**src/hdl/rv_core_pkg.sv**
```systemverilog
`default_nettype none

package rv_core_pkg;

    // datapath widths
    localparam int XLEN       = 32;
    localparam int REG_ADDR_W = 5;

    typedef logic [XLEN-1:0]       word_t;
    typedef logic [REG_ADDR_W-1:0] reg_idx_t;

    // major opcodes handled by decode
    typedef enum logic [6:0] {
        OPC_OP_IMM = 7'b0010011,
        OPC_OP     = 7'b0110011,
        OPC_LUI    = 7'b0110111
    } opcode_e;

    typedef enum logic [3:0] {
        ALU_ADD    = 4'd0,
        ALU_SUB    = 4'd1,
        ALU_AND    = 4'd2,
        ALU_OR     = 4'd3,
        ALU_XOR    = 4'd4,
        ALU_SLT    = 4'd5,
        ALU_SLL    = 4'd6,
        ALU_SRL    = 4'd7,
        // lui result is the immediate itself
        ALU_PASS_B = 4'd8
    } alu_op_e;

    // addi x0, x0, 0
    localparam word_t NOP_INSTR = 32'h0000_0013;

endpackage

`default_nettype wire

```
**src/hdl/core_top.sv**
```systemverilog
`timescale 1ns/1ps
`default_nettype none

module core_top import rv_core_pkg::*; #(
    parameter word_t BOOT_ADDR = 32'h0000_1000
) (
    input  wire logic  mem2wb_inst_selfdefine_o,
    input  wire logic  reset,

    output logic       fetch_valid_o,
    output word_t      fetch_addr_o,
    input  wire logic  fetch_ready_i,
    input  wire word_t fetch_data_i,

    output logic       commit_valid_o,
    output word_t      commit_pc_o,
    output reg_idx_t   commit_rd_o,
    output word_t      commit_data_o
);

    // fetch to decode
    word_t    if_instr;
    word_t    if_pc;
    logic     if_instr_valid;

    // decode and register file
    reg_idx_t id_rs1_idx;
    reg_idx_t id_rs2_idx;
    word_t    rf_rs1_data;
    word_t    rf_rs2_data;

    // decode to execute
    word_t    id_op_a;
    word_t    id_op_b;
    alu_op_e  id_alu_op;
    reg_idx_t id_rd;
    logic     id_rd_we;
    word_t    id_pc;
    logic     id_valid;

    // execute forwarding
    logic     ex_valid;
    reg_idx_t ex_rd;
    word_t    ex_result;

    fetch_unit #(
        .BOOT_ADDR(BOOT_ADDR)
    ) u_fetch (
        .mem2wb_inst_selfdefine_o(mem2wb_inst_selfdefine_o),
        .reset                   (reset),
        .fetch_ready_i           (fetch_ready_i),
        .fetch_data_i            (fetch_data_i),
        .fetch_valid_o           (fetch_valid_o),
        .fetch_addr_o            (fetch_addr_o),
        .instr_o                 (if_instr),
        .pc_o                    (if_pc),
        .instr_valid_o           (if_instr_valid)
    );

    decode_unit u_decode (
        .mem2wb_inst_selfdefine_o(mem2wb_inst_selfdefine_o),
        .reset                   (reset),
        .instr_i                 (if_instr),
        .pc_i                    (if_pc),
        .instr_valid_i           (if_instr_valid),
        .rs1_idx_o               (id_rs1_idx),
        .rs2_idx_o               (id_rs2_idx),
        .rs1_data_i              (rf_rs1_data),
        .rs2_data_i              (rf_rs2_data),
        .ex_valid_i              (ex_valid),
        .ex_rd_i                 (ex_rd),
        .ex_result_i             (ex_result),
        .op_a_o                  (id_op_a),
        .op_b_o                  (id_op_b),
        .alu_op_o                (id_alu_op),
        .rd_o                    (id_rd),
        .rd_we_o                 (id_rd_we),
        .pc_o                    (id_pc),
        .valid_o                 (id_valid)
    );

    // written from the writeback register
    reg_file u_regs (
        .mem2wb_inst_selfdefine_o(mem2wb_inst_selfdefine_o),
        .reset                   (reset),
        .rs1_idx_i               (id_rs1_idx),
        .rs2_idx_i               (id_rs2_idx),
        .rs1_data_o              (rf_rs1_data),
        .rs2_data_o              (rf_rs2_data),
        .wr_en_i                 (commit_valid_o),
        .wr_idx_i                (commit_rd_o),
        .wr_data_i               (commit_data_o)
    );

    exec_unit u_exec (
        .mem2wb_inst_selfdefine_o(mem2wb_inst_selfdefine_o),
        .reset                   (reset),
        .op_a_i                  (id_op_a),
        .op_b_i                  (id_op_b),
        .alu_op_i                (id_alu_op),
        .rd_i                    (id_rd),
        .rd_we_i                 (id_rd_we),
        .pc_i                    (id_pc),
        .valid_i                 (id_valid),
        .ex_valid_o              (ex_valid),
        .ex_rd_o                 (ex_rd),
        .ex_result_o             (ex_result),
        .commit_valid_o          (commit_valid_o),
        .commit_pc_o             (commit_pc_o),
        .commit_rd_o             (commit_rd_o),
        .commit_data_o           (commit_data_o)
    );

endmodule

`default_nettype wire

```
**src/hdl/decode_unit.sv**
```systemverilog
`timescale 1ns/1ps
`default_nettype none

module decode_unit import rv_core_pkg::*; (
    input  wire logic     mem2wb_inst_selfdefine_o,
    input  wire logic     reset,

    input  wire word_t    instr_i,
    input  wire word_t    pc_i,
    input  wire logic     instr_valid_i,

    output reg_idx_t      rs1_idx_o,
    output reg_idx_t      rs2_idx_o,
    input  wire word_t    rs1_data_i,
    input  wire word_t    rs2_data_i,

    input  wire logic     ex_valid_i,
    input  wire reg_idx_t ex_rd_i,
    input  wire word_t    ex_result_i,

    output word_t         op_a_o,
    output word_t         op_b_o,
    output alu_op_e       alu_op_o,
    output reg_idx_t      rd_o,
    output logic          rd_we_o,
    output word_t         pc_o,
    output logic          valid_o
);

    opcode_e  opcode;
    logic [2:0] funct3;
    logic [6:0] funct7;
    reg_idx_t rd;
    word_t    i_imm;
    word_t    u_imm;
    word_t    imm;
    word_t    rs1_val;
    word_t    rs2_val;
    alu_op_e  alu_op;
    logic     use_imm;
    logic     supported;

    assign opcode    = opcode_e'(instr_i[6:0]);
    assign funct3    = instr_i[14:12];
    assign funct7    = instr_i[31:25];
    assign rd        = instr_i[11:7];
    assign rs1_idx_o = instr_i[19:15];
    assign rs2_idx_o = instr_i[24:20];

    assign i_imm = {{20{instr_i[31]}}, instr_i[31:20]};
    assign u_imm = {instr_i[31:12], 12'b0};

    // execute result wins, writeback comes through the register file
    assign rs1_val = (ex_valid_i && (ex_rd_i == rs1_idx_o)) ? ex_result_i : rs1_data_i;
    assign rs2_val = (ex_valid_i && (ex_rd_i == rs2_idx_o)) ? ex_result_i : rs2_data_i;

    always_comb begin
        alu_op    = ALU_ADD;
        use_imm   = 1'b0;
        imm       = i_imm;
        supported = 1'b0;
        case (opcode)
            OPC_OP_IMM: begin
                use_imm   = 1'b1;
                supported = 1'b1;
                case (funct3)
                    3'b000: alu_op = ALU_ADD;
                    3'b010: alu_op = ALU_SLT;
                    3'b100: alu_op = ALU_XOR;
                    3'b110: alu_op = ALU_OR;
                    3'b111: alu_op = ALU_AND;
                    3'b001: begin
                        alu_op    = ALU_SLL;
                        supported = (funct7 == 7'b0000000);
                    end
                    3'b101: begin
                        // srai not supported
                        alu_op    = ALU_SRL;
                        supported = (funct7 == 7'b0000000);
                    end
                    default: supported = 1'b0;
                endcase
            end
            OPC_OP: begin
                supported = (funct7 == 7'b0000000);
                case (funct3)
                    3'b000: begin
                        if (funct7 == 7'b0100000) begin
                            alu_op    = ALU_SUB;
                            supported = 1'b1;
                        end else begin
                            alu_op = ALU_ADD;
                        end
                    end
                    3'b001: alu_op = ALU_SLL;
                    3'b010: alu_op = ALU_SLT;
                    3'b100: alu_op = ALU_XOR;
                    3'b101: alu_op = ALU_SRL;
                    3'b110: alu_op = ALU_OR;
                    3'b111: alu_op = ALU_AND;
                    default: supported = 1'b0;
                endcase
            end
            OPC_LUI: begin
                alu_op    = ALU_PASS_B;
                use_imm   = 1'b1;
                imm       = u_imm;
                supported = 1'b1;
            end
            default: supported = 1'b0;
        endcase
    end

    // decode/execute register
    always_ff @(posedge mem2wb_inst_selfdefine_o) begin
        if (reset) begin
            valid_o  <= 1'b0;
            op_a_o   <= '0;
            op_b_o   <= '0;
            alu_op_o <= ALU_ADD;
            rd_o     <= '0;
            rd_we_o  <= 1'b0;
            pc_o     <= '0;
        end else begin
            valid_o  <= instr_valid_i & supported;
            op_a_o   <= rs1_val;
            op_b_o   <= use_imm ? imm : rs2_val;
            alu_op_o <= alu_op;
            rd_o     <= rd;
            rd_we_o  <= (rd != '0);
            pc_o     <= pc_i;
        end
    end

endmodule

`default_nettype wire

```
**src/hdl/exec_unit.sv**
```systemverilog
`timescale 1ns/1ps
`default_nettype none

module exec_unit import rv_core_pkg::*; (
    input  wire logic     mem2wb_inst_selfdefine_o,
    input  wire logic     reset,

    input  wire word_t    op_a_i,
    input  wire word_t    op_b_i,
    input  wire alu_op_e  alu_op_i,
    input  wire reg_idx_t rd_i,
    input  wire logic     rd_we_i,
    input  wire word_t    pc_i,
    input  wire logic     valid_i,

    output logic          ex_valid_o,
    output reg_idx_t      ex_rd_o,
    output word_t         ex_result_o,

    output logic          commit_valid_o,
    output word_t         commit_pc_o,
    output reg_idx_t      commit_rd_o,
    output word_t         commit_data_o
);

    word_t result;
    logic  lt;

    assign lt = $signed(op_a_i) < $signed(op_b_i);

    always_comb begin
        case (alu_op_i)
            ALU_ADD:    result = op_a_i + op_b_i;
            ALU_SUB:    result = op_a_i - op_b_i;
            ALU_AND:    result = op_a_i & op_b_i;
            ALU_OR:     result = op_a_i | op_b_i;
            ALU_XOR:    result = op_a_i ^ op_b_i;
            ALU_SLT:    result = {{(XLEN-1){1'b0}}, lt};
            ALU_SLL:    result = op_a_i << op_b_i[4:0];
            ALU_SRL:    result = op_a_i >> op_b_i[4:0];
            ALU_PASS_B: result = op_b_i;
            default:    result = '0;
        endcase
    end

    // forwarding path back to decode, x0 never forwards
    assign ex_valid_o  = valid_i & rd_we_i;
    assign ex_rd_o     = rd_i;
    assign ex_result_o = result;

    // writeback register, also the commit record
    always_ff @(posedge mem2wb_inst_selfdefine_o) begin
        if (reset) begin
            commit_valid_o <= 1'b0;
            commit_pc_o    <= '0;
            commit_rd_o    <= '0;
            commit_data_o  <= '0;
        end else begin
            commit_valid_o <= valid_i;
            commit_pc_o    <= pc_i;
            commit_rd_o    <= rd_i;
            commit_data_o  <= result;
        end
    end

endmodule

`default_nettype wire

```
**src/hdl/fetch_unit.sv**
```systemverilog
`timescale 1ns/1ps
`default_nettype none

module fetch_unit import rv_core_pkg::*; #(
    parameter word_t BOOT_ADDR = 32'h0000_1000
) (
    input  wire logic mem2wb_inst_selfdefine_o,
    input  wire logic reset,

    input  wire logic  fetch_ready_i,
    input  wire word_t fetch_data_i,
    output logic       fetch_valid_o,
    output word_t      fetch_addr_o,

    output word_t      instr_o,
    output word_t      pc_o,
    output logic       instr_valid_o
);

    word_t pc_q;
    word_t instr_q;
    word_t instr_pc_q;
    logic  instr_valid_q;
    logic  xfer;

    // no branches, so the request never drops
    assign fetch_valid_o = 1'b1;
    assign fetch_addr_o  = pc_q;
    assign xfer          = fetch_valid_o & fetch_ready_i;

    always_ff @(posedge mem2wb_inst_selfdefine_o) begin
        if (reset) begin
            pc_q <= BOOT_ADDR;
        end else if (xfer) begin
            pc_q <= pc_q + 32'd4;
        end
    end

    // fetch/decode register
    always_ff @(posedge mem2wb_inst_selfdefine_o) begin
        if (reset) begin
            instr_valid_q <= 1'b0;
            instr_q       <= '0;
            instr_pc_q    <= '0;
        end else begin
            instr_valid_q <= xfer;
            instr_pc_q    <= pc_q;
            // back-pressure inserts a bubble
            instr_q       <= xfer ? fetch_data_i : NOP_INSTR;
        end
    end

    assign instr_o       = instr_q;
    assign pc_o          = instr_pc_q;
    assign instr_valid_o = instr_valid_q;

endmodule

`default_nettype wire

```
**src/hdl/reg_file.sv**
```systemverilog
`timescale 1ns/1ps
`default_nettype none

module reg_file import rv_core_pkg::*; (
    input  wire logic     mem2wb_inst_selfdefine_o,
    input  wire logic     reset,

    input  wire reg_idx_t rs1_idx_i,
    input  wire reg_idx_t rs2_idx_i,
    output word_t         rs1_data_o,
    output word_t         rs2_data_o,

    input  wire logic     wr_en_i,
    input  wire reg_idx_t wr_idx_i,
    input  wire word_t    wr_data_i
);

    word_t regs [1:31];

    // x0 reads zero, same-cycle write is bypassed
    function automatic word_t read_port(input reg_idx_t idx);
        word_t val;
        if (idx == '0) begin
            val = '0;
        end else if (wr_en_i && (wr_idx_i == idx)) begin
            val = wr_data_i;
        end else begin
            val = regs[idx];
        end
        return val;
    endfunction

    always_ff @(posedge mem2wb_inst_selfdefine_o) begin
        if (reset) begin
            for (int i = 1; i < 32; i++) begin
                regs[i] <= '0;
            end
        end else if (wr_en_i && (wr_idx_i != '0)) begin
            regs[wr_idx_i] <= wr_data_i;
        end
    end

    always_comb begin
        rs1_data_o = read_port(rs1_idx_i);
        rs2_data_o = read_port(rs2_idx_i);
    end

endmodule

`default_nettype wire

```
**config.mk**
```make
export PLATFORM = sky130hd
export DESIGN_NAME = core_top
export DESIGN_NICKNAME = d
export VERILOG_FILES = /design/src/hdl/rv_core_pkg.sv /design/src/hdl/core_top.sv /design/src/hdl/decode_unit.sv /design/src/hdl/exec_unit.sv /design/src/hdl/fetch_unit.sv /design/src/hdl/reg_file.sv
export SDC_FILE = /design/constraint.sdc
export NUM_CORES = 2
export LEC_CHECK = 0
export BUFFER_PORTS_ARGS = -buffer_cell sky130_fd_sc_hd__buf_2
export CAP_MARGIN = 20
export CORE_AREA = 2 2 404 406
export CTS_CLUSTER_DIAMETER = 200
export DETAILED_ROUTE_END_ITERATION = 7
export DIE_AREA = 0 0 406 408
export SLEW_MARGIN = 0
export SYNTH_ARGS = -nofsm -noshare
export SYNTH_HDL_FRONTEND = slang
export SYNTH_SLANG_ARGS = --single-unit
```
**constraint.sdc**
```tcl
create_clock -name mem2wb_inst_selfdefine_o -period 10.2 [get_ports mem2wb_inst_selfdefine_o]
set_clock_uncertainty 0.15 [all_clocks]
set_input_delay 2.04 -clock mem2wb_inst_selfdefine_o [delete_from_list [all_inputs] [get_ports mem2wb_inst_selfdefine_o]]
set_output_delay 2.04 -clock mem2wb_inst_selfdefine_o [all_outputs]
set_load 0.02 [all_outputs]
```
==> impl_metrics.tcl <==
set metrics [dict create \
    power_density_nw_per_um2 161 \
    timing.critical_path.arrival_ns 5.76 \
    cp_cell_sequence "buf_4 -> nor2_4 -> buf_4 -> buf_4 -> a221oi_1 -> a22oi_1 -> o21ai_0 -> o21ai_0 -> o21ai_0 -> a221o_1" \
    ioPinCount 138 \
    die_w_um 406 \
    syn_inst 5673 \
    peakVddDrop_mv 0.182 \
    total_placed_cells_including_tap_cells 7628 \
    timing_max_transition_violations_final 0 \
    detail_route.drc_violations 0 \
    period_share_pct 51.7 \
    globalRouteTotalUtil_pct 29.8 \
    postSynth.asyncResetShare_pct 0 \
    area.growth.synth_to_final_pct 10.8 \
    timing.hold.worst.class "register to register" \
    max_freq_mhz 190 \
    post_drt_antenna_nets 0 \
    critPathLaunchType "register" \
    critical_path.top_delay_family "compound AO/OA/AOI/OAI gates" \
    antenna_found_initial 12 \
    synth_enable_flop_cells 1024 \
    placement.cell_area_um2 75400 \
    grt_start_max_net_pins 123 \
    layout.nets 5735 \
    detail_route.wirelength_um 250000 \
    final_hold_viol_count 0 \
    ctsHoldBuffers 0 \
    endpoint_kind "register" \
    r2r_cells 10 \
    core_um2 162000 \
    synth-seq-area-share_pct 50.0 \
    rsz_0062_raised_after_global_routing "no" \
    timing.slew.headroom_pct 20.4 \
    first_global_vias 49416 \
    tritoncts "done" \
    cts.sink_count 1290 \
    clk_path_buf_depth 3 \
    critical_path.max_stage_delay_ns 0.77 \
    io_buffer_count 132 \
    clock_latency_on_the_worst_skew_pair_ns 0.78 \
    totalNegativeSetupSlack_ns 0 \
    synth-seq-cells 1290 \
    worstPathMaxFanout 30 \
    layout_fillers 14037 \
    worstPathRequired_ns 10.69 \
    cts_htree_levels 4 \
    finalCoreUtilization_pct 49.5 \
    timing.critical_path.buf_inv 3 \
    drt_first_pass_iters 7 \
    gr-total-overflow 0 \
    post_synth.cell_area_avg_um2 12.7 \
    weighted_congestion_reported_at_the_end_of_routability_driven_placement 0.943 \
    netlist_area_um2 72200 \
    largest_cells_by_area_after_synthesis "sky130_fd_sc_hd__edfxtp_1, sky130_fd_sc_hd__mux4_2, sky130_fd_sc_hd__and2_1" \
    start_util_pct 44.7 \
    worstHoldPathCells 1 \
    cp_num_cells 10 \
    count_of_distinct_cell_types_in_the_synthesized_netlist 91 \
    post-route-cell-area_um2 80000 \
    fraction_of_layout_cells_with_a_size_suffix_above_1_pct 20.3 \
    resized_cells_post_cts 0 \
    p_leak_uw 0.0278 \
    worst_path_max_delay_cell "sky130_fd_sc_hd__o21ai_0" \
    synth_top_area_share_pct 42.6 \
    worst_slew_pin_slew_ns 1.18 \
    cts_made_buffers 142 \
    dp_hpwl_um 158000 \
    synth-warning-count 0 \
    die_area_um2 166000 \
    drv_cap 0 \
    placementRows 148 \
    cts.root.buffer_cell "sky130_fd_sc_hd__clkbuf_16" \
    timing.final.crit_period_ns 5.27 \
    timing.setup.critical_path_class "register to register" \
    route.vias.total 50524 \
    viasPerCell 6.40 \
    route.detailed.wl_per_inst_um 31.6 \
    commonest_non_fill_non_tap_cells_in_the_layout "sky130_fd_sc_hd__and2_1, sky130_fd_sc_hd__edfxtp_1, sky130_fd_sc_hd__mux4_2" \
    setup_viol_count_final 0 \
    finish.cell_count_without_fillers 7900 \
    layout_commonest_cell "sky130_fd_sc_hd__and2_1" \
    drt_first_iter_violations 6425 \
    dieHeight_um 408 \
    postCtsSetupBuffers 0 \
    grt_pass1_wl_um 356000 \
    outcome "completed" \
    yosys_most_used_dff "sky130_fd_sc_hd__edfxtp_1" \
    path_clk_slew_ns 0.06 \
    synth.largest_area_cell "sky130_fd_sc_hd__edfxtp_1" \
]
[cell type report]
| cell class | count | area [um2] | area share (%) |
|---|---|---|---|
| flip-flops and latches | 1290 | 36100 | 45.1 |
| multi-input cells | 3771 | 34300 | 42.8 |
| clock buffers | 199 | 4000 | 5.00 |
| well taps | 2175 | 2720 | 3.40 |
| repair buffers | 290 | 2000 | 2.50 |
| clock inverters | 63 | 489 | 0.612 |
| inverters | 105 | 398 | 0.497 |
| diodes | 7 | 17.5 | 0.0219 |
[cell usage after synthesis (16+ instances only)]
cell type and instances:
sky130_fd_sc_hd__a211oi_1 23, sky130_fd_sc_hd__a21o_1 21, sky130_fd_sc_hd__a21oi_1 183, sky130_fd_sc_hd__a221o_1 19, sky130_fd_sc_hd__a221oi_1 127, sky130_fd_sc_hd__a22oi_1 72, sky130_fd_sc_hd__and2_1 1032, sky130_fd_sc_hd__and3_1 16
sky130_fd_sc_hd__buf_1 56, sky130_fd_sc_hd__buf_2 52, sky130_fd_sc_hd__buf_4 31, sky130_fd_sc_hd__clkbuf_1 398, sky130_fd_sc_hd__dfxtp_1 266, sky130_fd_sc_hd__edfxtp_1 1024, sky130_fd_sc_hd__ha_1 98, sky130_fd_sc_hd__inv_1 101
sky130_fd_sc_hd__mux2i_1 272, sky130_fd_sc_hd__mux4_2 539, sky130_fd_sc_hd__nand2_1 157, sky130_fd_sc_hd__nand2b_1 17, sky130_fd_sc_hd__nand3_1 47, sky130_fd_sc_hd__nor2_1 336, sky130_fd_sc_hd__nor2b_1 117, sky130_fd_sc_hd__nor3_1 35
sky130_fd_sc_hd__nor4_1 16, sky130_fd_sc_hd__o211ai_1 55, sky130_fd_sc_hd__o21ai_0 201, sky130_fd_sc_hd__o221ai_1 29, sky130_fd_sc_hd__o22ai_1 41, sky130_fd_sc_hd__or3_1 17, sky130_fd_sc_hd__xnor2_1 16, sky130_fd_sc_hd__xor2_1 36
[per-stage QoR]
step,setup slack (ns),hold slack (ns),power (uW)
floorplan,4.61,0.264,7190
global route,4.80,0.288,13200
detailed placement,4.57,0.270,7880
global placement,4.66,0.267,7860
finish,4.93,0.277,12800
CTS,5.20,0.284,12800
[power breakdown]
part | switching (uW) | internal (uW) | total (uW)
clock network | 2190 | 2830 | 5010
logic | 1180 | 622 | 1800
registers | 173 | 5850 | 6020
total | 3540 | 9300 | 12800
[sequential cells by signal, indices dropped and copies added (netlist names)]
signal                 count
u_decode.alu_op_o          4
u_decode.op_a_o           32
u_decode.op_b_o           32
u_decode.pc_o             30
u_decode.rd_o              5
u_decode.rd_we_o           1
u_decode.valid_o           1
u_exec.commit_data_o      32
u_exec.commit_pc_o        30
u_exec.commit_rd_o         5
u_exec.commit_valid_o      1
u_fetch.fetch_addr_o      30
u_fetch.instr_o           32
u_fetch.instr_valid_o      1
u_fetch.pc_o              30
u_regs.regs             1024
[metal layers]
layer	up-vias	part of all wire, %	track usage, %
met3	570	9.6	6.51
met1	25861	40	40.4
met5	-	0.017	0
li1	21293	-	-
met2	2792	46	46.7
met4	8	4.4	11.8
[path summary, 6_finish.rpt]
path | from | endpoint | slack [ns]
min reg2reg | u_fetch.pc_o[12] | u_decode.pc_o[12] | 0.28
max | u_fetch.instr_o[21] | u_decode.op_b_o[28] | 4.93
max reg2reg | u_fetch.instr_o[21] | u_decode.op_b_o[28] | 4.93
min | u_fetch.pc_o[12] | u_decode.pc_o[12] | 0.28
[kinds of logic after synthesis]
group | share of synthesized area, %
and+or+nand+nor | 14.2
DFF | 50.0
AOI/OAI and AO/OA | 8.63
muxes | 21.1
buffers and inverters | 3.67
adders and majority gates | 1.75
xor gates and xnor gates | 0.631
other | 0.0104
No activity file was read; power rests on OpenSTA's default activity.
